File: config.mk
export PLATFORM = sky130hd
export DESIGN_NAME = tomasulo_core
export DESIGN_NICKNAME = d
export VERILOG_FILES = /design/src/verilog/lc3b_types.sv /design/src/verilog/alu_station.sv /design/src/verilog/instr_queue.sv /design/src/verilog/issue_control.sv /design/src/verilog/reg_status.sv /design/src/verilog/reorder_buffer.sv /design/src/verilog/tomasulo_core.sv
export SDC_FILE = /design/constraint.sdc
export NUM_CORES = 1
export LEC_CHECK = 0
export BUFFER_PORTS_ARGS = -buffer_cell sky130_fd_sc_hd__buf_2
export CAP_MARGIN = 15
export CORE_AREA = 2 2 159 316
export DETAILED_ROUTE_END_ITERATION = 10
export DIE_AREA = 0 0 161 318
export GPL_ROUTABILITY_DRIVEN = 0
export PLACE_DENSITY_LB_ADDON = 0.1
export REMOVE_ABC_BUFFERS = 1
export SKIP_CTS_REPAIR_TIMING = 1
export SLEW_MARGIN = 20
export SYNTH_ARGS = -nofsm -noshare
export SYNTH_HDL_FRONTEND = slang
export SYNTH_SLANG_ARGS = --single-unit
export TNS_END_PERCENT = 1
File: constraint.sdc
create_clock -name clk -period 5.6 [get_ports clk]
set_input_delay 0.56 -clock clk [delete_from_list [all_inputs] [get_ports clk]]
set_output_delay 0.56 -clock clk [all_outputs]
set_load 0.05 [all_outputs]
File: src/verilog/lc3b_types.sv
package lc3b_types;

	typedef logic [15:0] lc3b_word;
	typedef logic [2:0] lc3b_reg;
	typedef logic [2:0] lc3b_rob_addr;   // Eight ROB entries

	// Full LC-3b opcode map, only the ALU ops reach the stations
	typedef enum logic [3:0] {
		op_br   = 4'b0000,
		op_add  = 4'b0001,
		op_ldb  = 4'b0010,
		op_stb  = 4'b0011,
		op_jsr  = 4'b0100,
		op_and  = 4'b0101,
		op_ldr  = 4'b0110,
		op_str  = 4'b0111,
		op_rti  = 4'b1000,
		op_not  = 4'b1001,
		op_ldi  = 4'b1010,
		op_sti  = 4'b1011,
		op_jmp  = 4'b1100,
		op_shf  = 4'b1101,
		op_lea  = 4'b1110,
		op_trap = 4'b1111
	} lc3b_opcode;

	typedef struct packed {
		logic valid;
		lc3b_rob_addr tag;
		lc3b_word data;
	} cdb_t;

	// One source register as seen by issue
	typedef struct packed {
		logic busy;
		lc3b_rob_addr rob_entry;
		lc3b_word data;
	} regfile_t;

	typedef struct packed {
		lc3b_opcode op;
		lc3b_word vj;
		lc3b_word vk;
		lc3b_rob_addr qj;   // Producer tag while valid_j is low
		lc3b_rob_addr qk;
		logic valid_j;
		logic valid_k;
		lc3b_rob_addr dest;
	} rs_entry_t;

	typedef struct packed {
		lc3b_reg dest;
		lc3b_word value;
	} commit_t;

endpackage

File: src/verilog/alu_station.sv
`timescale 1ns/1ps

module alu_station #(
	parameter int num_stations = 3
)
(
	input logic clk,
	input logic rst,
	input logic rs_write,
	input logic [$clog2(num_stations)-1:0] res_station_id,
	input lc3b_types::rs_entry_t rs_entry,
	output logic [num_stations-1:0] station_busy,
	output lc3b_types::cdb_t cdb
);
	import lc3b_types::*;

	localparam int id_w = $clog2(num_stations);

	rs_entry_t ent [num_stations];
	logic sel_found;
	logic [id_w-1:0] sel_id;
	rs_entry_t sel_ent;
	lc3b_word result;
	logic cdb_valid;
	lc3b_rob_addr cdb_tag;
	lc3b_word cdb_data;

	assign cdb = '{valid: cdb_valid, tag: cdb_tag, data: cdb_data};

	// Lowest index with both operands in hand
	always_comb
	begin
		sel_found = 1'b0;
		sel_id = '0;
		for (int i = num_stations - 1; i >= 0; i--)
		begin
			if (station_busy[i] && ent[i].valid_j && ent[i].valid_k)
			begin
				sel_found = 1'b1;
				sel_id = id_w'(i);
			end
		end
	end

	assign sel_ent = ent[sel_id];

	// Shared ALU
	always_comb
	begin
		case (sel_ent.op)
			op_add: result = sel_ent.vj + sel_ent.vk;
			op_and: result = sel_ent.vj & sel_ent.vk;
			op_not: result = ~sel_ent.vj;
			default: result = sel_ent.vj;
		endcase
	end

	always_ff @(posedge clk)
	begin
		if (rst)
		begin
			station_busy <= '0;
			cdb_valid <= 1'b0;
		end
		else
		begin
			cdb_valid <= sel_found;   // Broadcast for one cycle
			if (sel_found)
				station_busy[sel_id] <= 1'b0;
			if (rs_write)
				station_busy[res_station_id] <= 1'b1;
		end
	end

	always_ff @(posedge clk)
	begin
		cdb_tag <= sel_ent.dest;
		cdb_data <= result;
		// Wakeup from the bus
		for (int i = 0; i < num_stations; i++)
		begin
			if (cdb_valid && !ent[i].valid_j && ent[i].qj == cdb_tag)
			begin
				ent[i].vj <= cdb_data;
				ent[i].valid_j <= 1'b1;
			end
			if (cdb_valid && !ent[i].valid_k && ent[i].qk == cdb_tag)
			begin
				ent[i].vk <= cdb_data;
				ent[i].valid_k <= 1'b1;
			end
		end
		if (rs_write)
			ent[res_station_id] <= rs_entry;   // Issue already bypassed this cycle's CDB
	end

endmodule : alu_station

File: src/verilog/instr_queue.sv
`timescale 1ns/1ps

module instr_queue #(
	parameter int queue_depth = 4
)
(
	input logic clk,
	input logic rst,
	input logic instr_valid,
	input lc3b_types::lc3b_word instr,
	input logic pop,
	output logic head_valid,
	output lc3b_types::lc3b_word head_instr,
	output logic credit_return
);
	import lc3b_types::*;

	localparam int ptr_w = (queue_depth > 1) ? $clog2(queue_depth) : 1;
	localparam int cnt_w = $clog2(queue_depth + 1);

	lc3b_word mem [queue_depth];
	logic [ptr_w-1:0] rd_ptr;
	logic [ptr_w-1:0] wr_ptr;
	logic [cnt_w-1:0] count;
	logic do_pop;

	// Wraps at the last slot, depth need not be a power of two
	function automatic logic [ptr_w-1:0] next_ptr(input logic [ptr_w-1:0] p);
		if (p == ptr_w'(queue_depth - 1))
			return '0;
		return p + 1'b1;
	endfunction

	assign head_valid = (count != '0);
	assign head_instr = mem[rd_ptr];
	assign do_pop = pop && head_valid;

	always_ff @(posedge clk)
	begin
		if (rst)
		begin
			rd_ptr <= '0;
			wr_ptr <= '0;
			count <= '0;
			credit_return <= 1'b0;
		end
		else
		begin
			if (instr_valid)
				wr_ptr <= next_ptr(wr_ptr);   // Fetcher holds a credit, never full here
			if (do_pop)
				rd_ptr <= next_ptr(rd_ptr);
			count <= count + cnt_w'(instr_valid) - cnt_w'(do_pop);
			credit_return <= do_pop;   // One credit back per issued word
		end
	end

	always_ff @(posedge clk)
	begin
		if (instr_valid)
			mem[wr_ptr] <= instr;
	end

endmodule : instr_queue

File: src/verilog/issue_control.sv
`timescale 1ns/1ps

module issue_control #(
	parameter int num_stations = 3
)
(
	input lc3b_types::lc3b_word head_instr,
	input logic head_valid,
	input lc3b_types::cdb_t cdb,
	input logic [num_stations-1:0] station_busy,
	input logic rob_full,
	input lc3b_types::lc3b_rob_addr rob_addr,
	input lc3b_types::lc3b_word rob_sr1_value,
	input lc3b_types::lc3b_word rob_sr2_value,
	input logic rob_sr1_valid,
	input logic rob_sr2_valid,
	input lc3b_types::regfile_t sr1_in,
	input lc3b_types::regfile_t sr2_in,
	output lc3b_types::lc3b_reg sr1,
	output lc3b_types::lc3b_reg sr2,
	output lc3b_types::lc3b_rob_addr rob_sr1_read_addr,
	output lc3b_types::lc3b_rob_addr rob_sr2_read_addr,
	output logic issue_fire,
	output lc3b_types::lc3b_opcode rob_opcode,
	output lc3b_types::lc3b_reg rob_dest,
	output lc3b_types::lc3b_rob_addr reg_rob_entry,
	output logic rs_write,
	output logic [$clog2(num_stations)-1:0] res_station_id,
	output lc3b_types::rs_entry_t rs_entry
);
	import lc3b_types::*;

	localparam int id_w = $clog2(num_stations);

	lc3b_opcode opcode;
	lc3b_word imm5;
	logic is_imm;
	logic all_busy;

	// Register value, then CDB this cycle, then finished ROB entry, else wait on tag
	function automatic void resolve(
		input regfile_t src,
		input logic rob_valid,
		input lc3b_word rob_value,
		output logic valid,
		output lc3b_word value,
		output lc3b_rob_addr tag
	);
		valid = 1'b1;
		value = src.data;
		tag = src.rob_entry;
		if (src.busy)
		begin
			if (cdb.valid && cdb.tag == src.rob_entry)
				value = cdb.data;
			else if (rob_valid)
				value = rob_value;
			else
			begin
				valid = 1'b0;
				value = '0;
			end
		end
	endfunction

	assign opcode = lc3b_opcode'(head_instr[15:12]);
	assign sr1 = head_instr[8:6];
	assign sr2 = head_instr[2:0];
	assign is_imm = head_instr[5];
	assign imm5 = {{11{head_instr[4]}}, head_instr[4:0]};

	assign rob_sr1_read_addr = sr1_in.rob_entry;
	assign rob_sr2_read_addr = sr2_in.rob_entry;

	// Structural hazards and empty queue
	assign all_busy = &station_busy;
	assign issue_fire = head_valid && !rob_full && !all_busy;

	assign rs_write = issue_fire;
	assign rob_opcode = opcode;
	assign rob_dest = head_instr[11:9];
	assign reg_rob_entry = rob_addr;

	always_comb
	begin
		res_station_id = '0;
		for (int i = num_stations - 1; i >= 0; i--)
		begin
			if (!station_busy[i])
				res_station_id = id_w'(i);   // Lowest free one survives
		end
	end

	always_comb
	begin
		rs_entry.op = opcode;
		rs_entry.dest = rob_addr;
		resolve(sr1_in, rob_sr1_valid, rob_sr1_value, rs_entry.valid_j, rs_entry.vj, rs_entry.qj);
		if (opcode == op_not)
		begin
			// Only J is an operand
			rs_entry.valid_k = 1'b1;
			rs_entry.vk = '0;
			rs_entry.qk = '0;
		end
		else if (is_imm)
		begin
			rs_entry.valid_k = 1'b1;
			rs_entry.vk = imm5;
			rs_entry.qk = '0;
		end
		else
			resolve(sr2_in, rob_sr2_valid, rob_sr2_value, rs_entry.valid_k, rs_entry.vk, rs_entry.qk);
	end

endmodule : issue_control

File: src/verilog/reg_status.sv
`timescale 1ns/1ps

module reg_status
(
	input logic clk,
	input logic rst,
	input lc3b_types::lc3b_reg sr1,
	input lc3b_types::lc3b_reg sr2,
	output lc3b_types::regfile_t sr1_out,
	output lc3b_types::regfile_t sr2_out,
	input logic issue_fire,
	input lc3b_types::lc3b_reg reg_dest,
	input lc3b_types::lc3b_rob_addr reg_rob_entry,
	input logic commit_valid,
	input lc3b_types::commit_t commit,
	input lc3b_types::lc3b_rob_addr commit_tag
);
	import lc3b_types::*;

	logic [7:0] busy;
	lc3b_rob_addr tag [8];
	lc3b_word data [8];
	logic retire_clears;

	// Only the latest producer may release its register
	assign retire_clears = commit_valid && busy[commit.dest] && (tag[commit.dest] == commit_tag);

	// ROB entry is already freed while its commit is on the port, so forward it here
	function automatic regfile_t read_reg(input lc3b_reg r);
		regfile_t v;
		v.busy = busy[r];
		v.rob_entry = tag[r];
		v.data = data[r];
		if (retire_clears && commit.dest == r)
		begin
			v.busy = 1'b0;
			v.data = commit.value;
		end
		return v;
	endfunction

	always_comb
	begin
		sr1_out = read_reg(sr1);
		sr2_out = read_reg(sr2);
	end

	always_ff @(posedge clk)
	begin
		if (rst)
		begin
			busy <= '0;
			for (int i = 0; i < 8; i++)
			begin
				tag[i] <= '0;
				data[i] <= '0;
			end
		end
		else
		begin
			if (commit_valid)
			begin
				data[commit.dest] <= commit.value;
				if (retire_clears)
					busy[commit.dest] <= 1'b0;
			end
			if (issue_fire)
			begin
				busy[reg_dest] <= 1'b1;   // Later write, wins over the commit clear
				tag[reg_dest] <= reg_rob_entry;
			end
		end
	end

endmodule : reg_status

File: src/verilog/reorder_buffer.sv
`timescale 1ns/1ps

module reorder_buffer
(
	input logic clk,
	input logic rst,
	input lc3b_types::cdb_t cdb,
	input logic issue_fire,
	input lc3b_types::lc3b_opcode rob_opcode,
	input lc3b_types::lc3b_reg rob_dest,
	output lc3b_types::lc3b_rob_addr rob_addr,
	output logic rob_full,
	input lc3b_types::lc3b_rob_addr rob_sr1_read_addr,
	input lc3b_types::lc3b_rob_addr rob_sr2_read_addr,
	output lc3b_types::lc3b_word rob_sr1_value,
	output lc3b_types::lc3b_word rob_sr2_value,
	output logic rob_sr1_valid,
	output logic rob_sr2_valid,
	output logic commit_valid,
	output lc3b_types::commit_t commit,
	output lc3b_types::lc3b_rob_addr commit_tag
);
	import lc3b_types::*;

	logic [7:0] done;
	logic [7:0] has_dest;
	lc3b_reg dest [8];
	lc3b_word value [8];
	lc3b_rob_addr head;
	lc3b_rob_addr tail;
	logic [3:0] count;
	logic retire;

	assign rob_addr = tail;   // Next tag handed to issue
	assign rob_full = (count == 4'd8);
	assign retire = (count != 4'd0) && done[head];

	// Operand reads for issue
	assign rob_sr1_value = value[rob_sr1_read_addr];
	assign rob_sr2_value = value[rob_sr2_read_addr];
	assign rob_sr1_valid = done[rob_sr1_read_addr];
	assign rob_sr2_valid = done[rob_sr2_read_addr];

	always_ff @(posedge clk)
	begin
		if (rst)
		begin
			head <= '0;
			tail <= '0;
			count <= '0;
			done <= '0;
			commit_valid <= 1'b0;
		end
		else
		begin
			if (cdb.valid)
				done[cdb.tag] <= 1'b1;
			if (issue_fire)
			begin
				done[tail] <= 1'b0;
				tail <= tail + 3'd1;
			end
			if (retire)
				head <= head + 3'd1;
			count <= count + {3'b000, issue_fire} - {3'b000, retire};
			commit_valid <= retire && has_dest[head];
		end
	end

	always_ff @(posedge clk)
	begin
		if (issue_fire)
		begin
			dest[tail] <= rob_dest;
			has_dest[tail] <= (rob_opcode == op_add) || (rob_opcode == op_and) ||
				(rob_opcode == op_not);
		end
		if (cdb.valid)
			value[cdb.tag] <= cdb.data;
		if (retire)
		begin
			commit <= '{dest: dest[head], value: value[head]};
			commit_tag <= head;
		end
	end

endmodule : reorder_buffer

File: src/verilog/tomasulo_core.sv
`timescale 1ns/1ps

module tomasulo_core #(
	parameter int queue_depth = 4,
	parameter int num_stations = 3
)
(
	input logic clk,
	input logic rst,
	input logic instr_valid,
	input lc3b_types::lc3b_word instr,
	output logic credit_return,
	output logic commit_valid,
	output lc3b_types::commit_t commit
);
	import lc3b_types::*;

	logic issue_fire;
	logic head_valid;
	lc3b_word head_instr;
	cdb_t cdb;
	logic [num_stations-1:0] station_busy;
	logic rob_full;
	lc3b_rob_addr rob_addr;
	lc3b_word rob_sr1_value;
	lc3b_word rob_sr2_value;
	logic rob_sr1_valid;
	logic rob_sr2_valid;
	regfile_t sr1_in;
	regfile_t sr2_in;
	lc3b_reg sr1;
	lc3b_reg sr2;
	lc3b_rob_addr rob_sr1_read_addr;
	lc3b_rob_addr rob_sr2_read_addr;
	lc3b_opcode rob_opcode;
	lc3b_reg rob_dest;
	lc3b_rob_addr reg_rob_entry;
	logic rs_write;
	logic [$clog2(num_stations)-1:0] res_station_id;
	rs_entry_t rs_entry;
	lc3b_rob_addr commit_tag;

	// Port names match the nets, only the odd ones are spelled out
	instr_queue #(.queue_depth(queue_depth)) instr_queue_inst
	(
		.pop(issue_fire),
		.*
	);

	issue_control #(.num_stations(num_stations)) issue_control_inst
	(
		.*
	);

	reg_status reg_status_inst
	(
		.sr1_out(sr1_in),
		.sr2_out(sr2_in),
		.reg_dest(rob_dest),   // Issue destination doubles as the register to mark busy
		.*
	);

	reorder_buffer reorder_buffer_inst
	(
		.*
	);

	alu_station #(.num_stations(num_stations)) alu_station_inst
	(
		.*
	);

endmodule : tomasulo_core
Yosys cells after proc, flatten, opt, wreduce, memory -nomap -nowiden:

Memories as Yosys holds them, arrays and structs flattened. A register that Yosys moved wholly into a read port is not among the register bits.
Index checks and enable logic that the tools add are counted.

* bits in registers: 69
* memory bits (writable): 509
* word-level logic and storage cells: 241
* memories: 6

Memory list
* alu_station_inst.ent: depth 3, width 47, rd ports 4, clocked after memory_dff 0, write ports 4, line alu_station.sv:19 `rs_entry_t ent [num_stations];`
* reg_status_inst.data: depth 8, width 16, rd ports 2, clocked after memory_dff 0, write ports 8, line reg_status.sv:22 `lc3b_word data [8];`
* reorder_buffer_inst.value: depth 8, width 16, rd ports 3, clocked after memory_dff 1, write ports 1, line reorder_buffer.sv:28 `lc3b_word value [8];`
* instr_queue_inst.mem: depth 4, width 16, rd ports 1, clocked after memory_dff 1, write ports 1, line instr_queue.sv:21 `lc3b_word mem [queue_depth];`
* reg_status_inst.tag: depth 8, width 3, rd ports 3, clocked after memory_dff 0, write ports 8, line reg_status.sv:21 `lc3b_rob_addr tag [8];`
* reorder_buffer_inst.dest: depth 8, width 3, rd ports 1, clocked after memory_dff 1, write ports 1, line reorder_buffer.sv:27 `lc3b_reg dest [8];`

* $add $sub $neg: 9
* magnitude comparators: 17
* eq/ne operators: 20
* multiplexer cells: 112
* bitwise operators: 11
* reductions and logical operators: 50

Operators by type and width (count)
* 2-to-1 mux 16 bit: 11
* 2-to-1 mux 1 bit: 59
* 2-to-1 mux 8 bit: 7
* one-hot mux 16 bit (3 select lines): 1
* less-than comparator 3 x 4 -> 1 bit (second input constant): 9
* logical AND 1 bit: 35
* == test 3 bit: 11
* 2-to-1 mux 2 bit: 12
* 2-to-1 mux 3 bit: 8
* binary-select mux 1 bit (select 3 bit): 7
* adder 16 bit: 1
* bitwise AND 16 bit: 1
* bitwise AND 8 bit: 2
* NOT 16 bit: 1
* NOT 8 bit: 2
* bitwise OR 8 bit: 2
* OR reduction 16 bit: 1
* demux 1 bit (select 3 bit): 4
* == test 4 bit (second input constant): 3
* greater-or-equal comparator 3 x 1 -> 1 bit (second input constant): 4
* bitwise mux 8 bit: 1
* == test 4 x 1 -> 1 bit (second input constant): 2
* == test 4 x 3 -> 1 bit (second input constant): 2
* zero test 1 bit: 8
* 18 further kinds: 25

Longest topological paths before layout:

Gate-level depths: netlist (run 1).
An unclocked memory read counts as a cell.

* depth after elaboration: 16
* depth in mapped cells: 18

By module:

Synthesis (run 1) repeated with hierarchy kept, for this count alone.

* cell total of the unflattened synthesis: 2269
* area total of the unflattened synthesis: 31149.9 um2

Modules (own cells, without submodules)
* reorder_buffer: instances 1, cells an instance 500, area each 9676.8 um2, seq. area each 5845.6 um2
* reg_status: instances 1, cells an instance 621, area each 9297.7 um2, seq. area each 4724.5 um2
* alu_station: instances 1, cells an instance 802, area each 8061.5 um2, seq. area each 4634.4 um2
* instr_queue: instances 1, cells an instance 130, area each 2837.7 um2, seq. area each 2122.0 um2
* issue_control: instances 1, cells an instance 216, area each 1276.2 um2, seq. area each 0.0 um2

Worst setup path after synthesis (run 1):

Ideal clock, no wire load.

* path type: flip-flop to flip-flop
* start: memory alu_station_inst.ent[0][4] (netlist bit)
* end: register alu_station_inst.cdb_data[15]
* data arrival time: 4035 ps
* data required time: 5526 ps
* path slack: 1490 ps
* cell stages (with the launch flop): 18
* buffers on the path: 4
* cell sequence: dfxtp_1 and3_1 clkbuf_1 nor2_1 clkbuf_1 buf_1 clkbuf_1 a22oi_1 nand2_1 ha_1 a21o_1 a21oi_1 nand2b_1 or3_1 o211ai_1 o211ai_1 o311a_1 o21ai_0

RTL lines
* start, declared: line alu_station.sv:19
* end signal, assigned: line alu_station.sv:78 `cdb_data <= result;`
* end, declared: line alu_station.sv:26 `lc3b_word cdb_data;`

==> key figures, run 1 <==
Route
  – 1st-iter DRT viols: 2389
  – Routed WL: between 80000 and 90000 um
  – Antenna-violating nets left: 0
  – Vias: between 20000 and 25000
  – Avg Vias per Cell: approximately 6.8
  – First-pass detailed-route iteration total: 6
  – Avg WL per Cell: between 20 and 30 um
  – DRC errors left: 0

Timing
  – Final setup viols: 0
  – Worst Slack Setup Final: between 300 and 400 ps
  – RSZ-0062 raised after global routing: false
  – Worst-margin pin slew: 1180 ps
  – Fmax: ~190 MHz
  – Slew margin rel.: 0.208
  – Final critical-path required period: 5220 ps
  – Final Hold Viols: 0
  – Clk_skew: between 30 and 40 ps
  – Period utilisation layout: 0.932
  – Fin. max-slew vios: 0

Setup path
  – Crit Path Class: reg2reg
  – Worst setup path start: reorder_buffer_inst.commit[16]$_DFFE_PP_
  – CP Launch Type: register
  – CP required: just under 6000 ps
  – WP data arrival: about 5600 ps
  – Worst-path maximum fanout: 24
  – Critical Path Sink Type: register
  – Reg-to-Reg Start: reorder_buffer_inst.commit[16]$_DFFE_PP_

Hold path
  – Hold Startpoint: instr[11]
  – HP Class: in2reg

Floorplanning
  – Die area: just over 50000 um^2
  – Starting Density: 0.631
  – Chip Width: about 160 um
  – Height of the die: 318 um
  – Core Area: between 40000 and 50000 um^2
  – IO Pins: 40
  – Row cnt: approximately 120

Placed design
  – Post-place setup slack: about 430 ps
  – Port Buf Inserts: 39
  – DP HPWL: between 50000 and 60000 um
  – Dpl cells: roughly 3000

Power and ir drop
  – Reg power frac: 0.338
  – Clock share of power: 0.186
  – P_sw: around 8.2 mW
  – Overall power: 19.8 mW
  – Combinational power share: 0.476
  – Lkg Pwr: about 12 nW
  – Internal: ~12 mW
  – Peak supply drop: about 0.41 mV
  – Pwr/cell area: around 590 nW/um^2
  – Switching Fraction: 0.415

Yosys
  – EDFF count, synth: roughly 530
  – Register area share after synthesis: 0.561
  – Distinct cells, synth: slightly below 70
  – Asr flop ratio synth: 0
  – Top FF cell, synth: edfxtp_1
  – Ys Warns: 0
  – Post-synth design cell area: just over 30000 um^2
  – Synth Instances: 2401
  – Yosys reg bits: around 600
  – Avg Cell Area, Syn: between 10 and 15 um^2

Clock tree
  – Clk_lat worst skew: 620 ps
  – Clk root buf: clkbuf_16
  – CTS clk-pin slew, worst paths: roughly 70 ps
  – H-Tree Level Count: 2
  – Clock Sinks: between 500 and 600
  – Clock Tree Buf Depth: 3
  – CTS tree: yes
  – Num CTS Buffers: between 50 and 60

Finish
  – Final Non-Filler Cells: roughly 3100
  – Most common cell after layout, fill and taps aside: edfxtp_1
  – Area of the multi-input gates: 12800 um^2
  – Final Net Count: around 2500
  – Commonest non-fill, non-tap cells in the layout: 533 x edfxtp_1, 281 x nand2_1, 155 x and2_1
  – Fill count: approximately 3500
  – Reg area: around 17000 um^2
  – P&R area growth vs syn: 8.80%
  – Ant. Diodes: 0
  – Share of cells above drive strength 1: 0.204

GRT
  – First-pass GRT wire length: between 100000 and 150000 um
  – Total GRT Usage: 0.346
  – Vias in the first global route: roughly 21000
  – Initial antenna violation count: 0
  – Grt ovf: 0
  – Largest net degree at the start of global routing: 63

Run status
  – Status: finished, final reports clean

Flow run
  – Max Cap Viol: 0
-- final cells by class --
cell class / instances / share of cell area
Tap cell: 643 / 0.0240
Sequential cell: 599 / 0.516
Inverter: 30 / 0.00335
Clock buffer: 66 / 0.0412
Clock inverter: 29 / 0.0101
Timing Repair Buffer: 120 / 0.0243
Multi-Input combinational cell: 1602 / 0.381
-- power by group through the flow --
stage	clock network, mW	logic (mW)	registers (mW)
after floorplan	0	6.15	6.60
after global placement	0	9.05	6.74
after detailed placement	0	9.21	6.76
after CTS	3.69	9.26	6.67
after global routing	3.85	10.1	6.75
final	3.67	9.41	6.67
-- path summary, 6_finish.rpt --
check	to	slack, ps	depth (start not counted)
min reg2reg	alu_station_inst.cdb_tag[2]$_DFF_P_	440	2
min	instr_queue_inst.mem[0][11]$_DFFE_PP_	160	1
max reg2reg	alu_station_inst.ent[2][30]$_DFFE_PP_	380	10
max	alu_station_inst.ent[2][30]$_DFFE_PP_	380	10
-- kinds of logic (layout without fill, tap and decap cells) --
logic type | count (synthesis) | after routing | synth area share
AO/OA/AOI/OAI | 415 | 415 | 0.0933
XOR/XNOR | 45 | 45 | 0.0128
adder cells (fa/ha/maj) | 34 | 34 | 0.0145
buffers and inverters | 200 | 245 | 0.0276
flip-flops | 599 | 599 | 0.561
multiplexers | 321 | 321 | 0.165
AND/OR/NAND/NOR | 787 | 787 | 0.126
-- layer usage --
metal | wire length [um] | global-route usage
met1 | 30000 | 0.424
met2 | 43400 | 0.572
met3 | 7000 | 0.0466
met4 | 7190 | 0.233
met5 | 0 | 0
-- state kept, by name, summed over array words and instances, names as in the netlist, 8 cells and up, named ones only --
signal and flops:
alu_station_inst.cdb_data 16, reorder_buffer_inst.done 8, reg_status_inst.busy 8, reorder_buffer_inst.value 128
reorder_buffer_inst.commit 19, alu_station_inst.ent 141, instr_queue_inst.mem 64, reorder_buffer_inst.has_dest 8
reorder_buffer_inst.dest 24, reg_status_inst.data 128, reg_status_inst.tag 24
-- metrics by stage --
step	cell area [um^2]	setup TNS [ps]	util	hold slack (ps)
after floorplan	30100	-73030	-	418
after detailed placement	31900	0	0.651	433
after global placement	31800	0	0.651	434
after global routing	33600	0	0.687	157
final	33600	0	0.687	160
after CTS	33600	0	0.686	132
-- Yosys cell counts, types with 24 or more instances --
cell type,instances,area share
a22oi_1,27,0.0066
dfxtp_1,66,0.043
a21oi_1,78,0.013
and2_1,155,0.031
mux4_2,136,0.099
buf_1,33,0.0040
nand3_1,85,0.014
o21ai_0,71,0.012
nor2_1,96,0.012
ha_1,31,0.013
xor2_1,25,0.0071
clkbuf_1,101,0.012
nand2b_1,24,0.0049
o22ai_1,49,0.0099
nand2_1,281,0.034
inv_1,29,0.0035
edfxtp_1,533,0.52
mux2_2,107,0.039
a22o_1,51,0.014
nand4_1,25,0.0051
mux2i_1,75,0.024
nor3_1,44,0.0071
-- worst max-delay path, stage by stage, from the launching register on --
cell,delay [ps]
edfxtp_1,920
nor3b_1,570
nand2_1,130
and4_1,230
nor4_2,510
nor2b_1,630
and4_1,580
or4_1,190
buf_4,420
o21ai_1,440
a22o_1,310
Power figures use the tool's default switching activity.
==> run 2: changes to the inputs <==
Clock period 5.6 ns to 4.8 ns, I/O delays scaled along.
==> run 2 against run 1 <==
  * Clock power grew 14%
  * Non-clock buffer count grew 12
  * Critical path depth grew 1
  * Sequential share of layout area shrank 0.090 points
  * Critical path type unchanged
==> key figures, run 2 (synthesis gave the netlist of run 1 again) <==
Run status
  – Status: finished, final reports clean

Timing
  – Period utilisation layout: 0.941
  – Fmax: 221 MHz
  – Clk_skew: 26.6 ps
  – Slew margin rel.: 0.250
  – Final critical-path required period: between 4000 and 5000 ps
  – Final setup viols: 0
  – Final Hold Viols: 0
  – RSZ-0062 raised after global routing: false
  – Fin. max-slew vios: 0
  – Min Hold Slack: roughly 87 ps
  – Worst-margin pin slew: 1120 ps

Route
  – Avg Vias per Cell: about 7
  – Vias: 21179
  – First-pass detailed-route iteration total: 6
  – Routed WL: between 80000 and 90000 um
  – 1st-iter DRT viols: roughly 2300
  – Antenna-violating nets left: 0
  – Avg WL per Cell: about 28 um
  – DRC errors left: 0

GRT
  – Grt met2 use: 0.565
  – Global Route met1 Usage: 0.407
  – Gr busiest metal: met2
  – Met3 usage: 0.0428
  – Total GRT Usage: 0.339
  – Grt ovf: 0
  – First-pass GRT wire length: 130000 um
  – Largest net degree at the start of global routing: 48
  – Initial antenna violation count: 0
  – Vias in the first global route: approximately 21000

Floorplanning
  – Chip Width: between 150 and 200 um
  – Row cnt: between 100 and 150
  – Height of the die: roughly 320 um
  – Core Area: 48900 um^2
  – Die area: a little over 50000 um^2
  – IO Pins: 40
  – Starting Density: 0.631

Power and ir drop
  – Pwr/cell area: between 600 and 700 nW/um^2
  – Overall power: 23.0 mW
  – Peak supply drop: 0.640 mV
  – Lkg Pwr: ~12 nW

Clock tree
  – Clock Tree Buf Depth: 3
  – CTS tree: yes
  – Num CTS Buffers: 51
  – Clk root buf: clkbuf_16
  – CTS clk-pin slew, worst paths: 70 ps
  – Clk_lat worst skew: around 600 ps
  – Clock Sinks: roughly 600
  – H-Tree Level Count: 2

Placed design
  – DP HPWL: between 50000 and 60000 um
  – Dpl cells: ~3000
  – Port Buf Inserts: 39

Finish
  – Ant. Diodes: 0
  – Reg area: between 15000 and 20000 um^2
  – Max FFs per register: 141
  – Share of cells above drive strength 1: 0.205
  – Leading registers by flop count: alu_station_inst.ent (141), reg_status_inst.data (128), reorder_buffer_inst.value (128)
  – Final Net Count: ~2500
  – Commonest non-fill, non-tap cells in the layout: 533 x edfxtp_1, 281 x nand2_1, 155 x and2_1
  – Area of the multi-input gates: approximately 13000 um^2
  – Final Non-Filler Cells: 3100
  – Most common cell after layout, fill and taps aside: edfxtp_1
  – Fill count: roughly 3500
  – P&R area growth vs syn: 8.99%
  – Reg with most FFs: alu_station_inst.ent

Hold path
  – HP Class: in2reg
  – Hold Crit Depth: 1
  – Hold endpoint: instr_queue_inst.mem[3][9]$_DFFE_PP_
  – Hold Startpoint: instr[9]

Setup path
  – Worst path bufs/invs: 2
  – Critical path cell sequence: buf_4 -> mux4_2 -> nand2b_1 -> or3b_1 -> o21a_1 -> buf_4 -> a221oi_1 -> nand4_1 -> o221ai_1 -> a31oi_1 -> mux2_2
  – Flop2flop setup slack: 280 ps
  – Critical Path Sink Type: register
  – Reg-to-Reg End: alu_station_inst.ent[2][23]$_DFFE_PP_
  – Crit Path Class: reg2reg
  – Worst-path maximum fanout: 14
  – CP peak stage delay: 620 ps
  – WP data arrival: between 4000 and 5000 ps
  – CP required: just over 5000 ps
  – Most used cell along the critical path: buf_4
  – CP Launch Type: register
  – Crit path max-delay cell type: nand4_1
  – R2R depth: 11
  – CP top delay family: simple AND/OR/NAND/NOR gates

Flow run
  – Max Cap Viol: 0
run 2: changes by cell type in the layout (fill, tap and decap cells not counted), sizes merged:
| cell | delta |
|---|---|
| buf | +12 |
| clkinv | +4 |
| clkbuf | -3 |
| inv | -2 |
run 2: area by class of cell:
| cell class | instances | area share |
|---|---|---|
| Clock buffer | 63 | 0.0405 |
| Timing Repair Buffer | 132 | 0.0283 |
| Inverter | 30 | 0.00335 |
| Tap cell | 643 | 0.0239 |
| Clock inverter | 31 | 0.00878 |
| Multi-Input combinational cell | 1602 | 0.380 |
| Sequential cell | 599 | 0.515 |
run 2: stage by stage:
stage | setup slack (ps) | area (um^2) | utilization | setup TNS (ps)
3_3_place_gp | 436 | 32000 | 0.653 | 0
2_1_floorplan | -1650 | 30100 | - | -164560
6_report | 281 | 33600 | 0.688 | 0
4_1_cts | 264 | 33600 | 0.687 | 0
3_5_place_dp | 308 | 32000 | 0.653 | 0
5_1_grt | 32.6 | 33600 | 0.688 | 0
run 2: worst max-delay path by stage:
| stage | endpoint | slack [ps] | cells past startpoint |
|---|---|---|---|
| final | alu_station_inst.ent[2][23]$_DFFE_PP_ | 280 | 11 |
| after global routing | alu_station_inst.ent[2][23]$_DFFE_PP_ | 30 | 11 |
| after CTS | alu_station_inst.ent[2][23]$_DFFE_PP_ | 260 | 11 |
| after detailed placement | alu_station_inst.ent[0][23]$_DFFE_PP_ | 310 | 11 |
| after global placement | alu_station_inst.ent[0][17]$_DFFE_PP_ | 440 | 11 |
| after floorplan | alu_station_inst.ent[2][15]$_DFFE_PP_ | -1650 | 9 |
run 2: report_power, final:
part / internal [mW] / switching, mW / leakage (nW)
combinational: 4.15 / 6.93 / 5.37
sequential: 7.06 / 0.709 / 5.61
clock: 2.29 / 1.90 / 0.812
total: 13.5 / 9.54 / 11.8
run 2: metal layers:
layer	part of all wire	routed length, um
met5	0	0
met4	0.083	7170
met3	0.071	6140
met2	0.50	43100
met1	0.35	30300
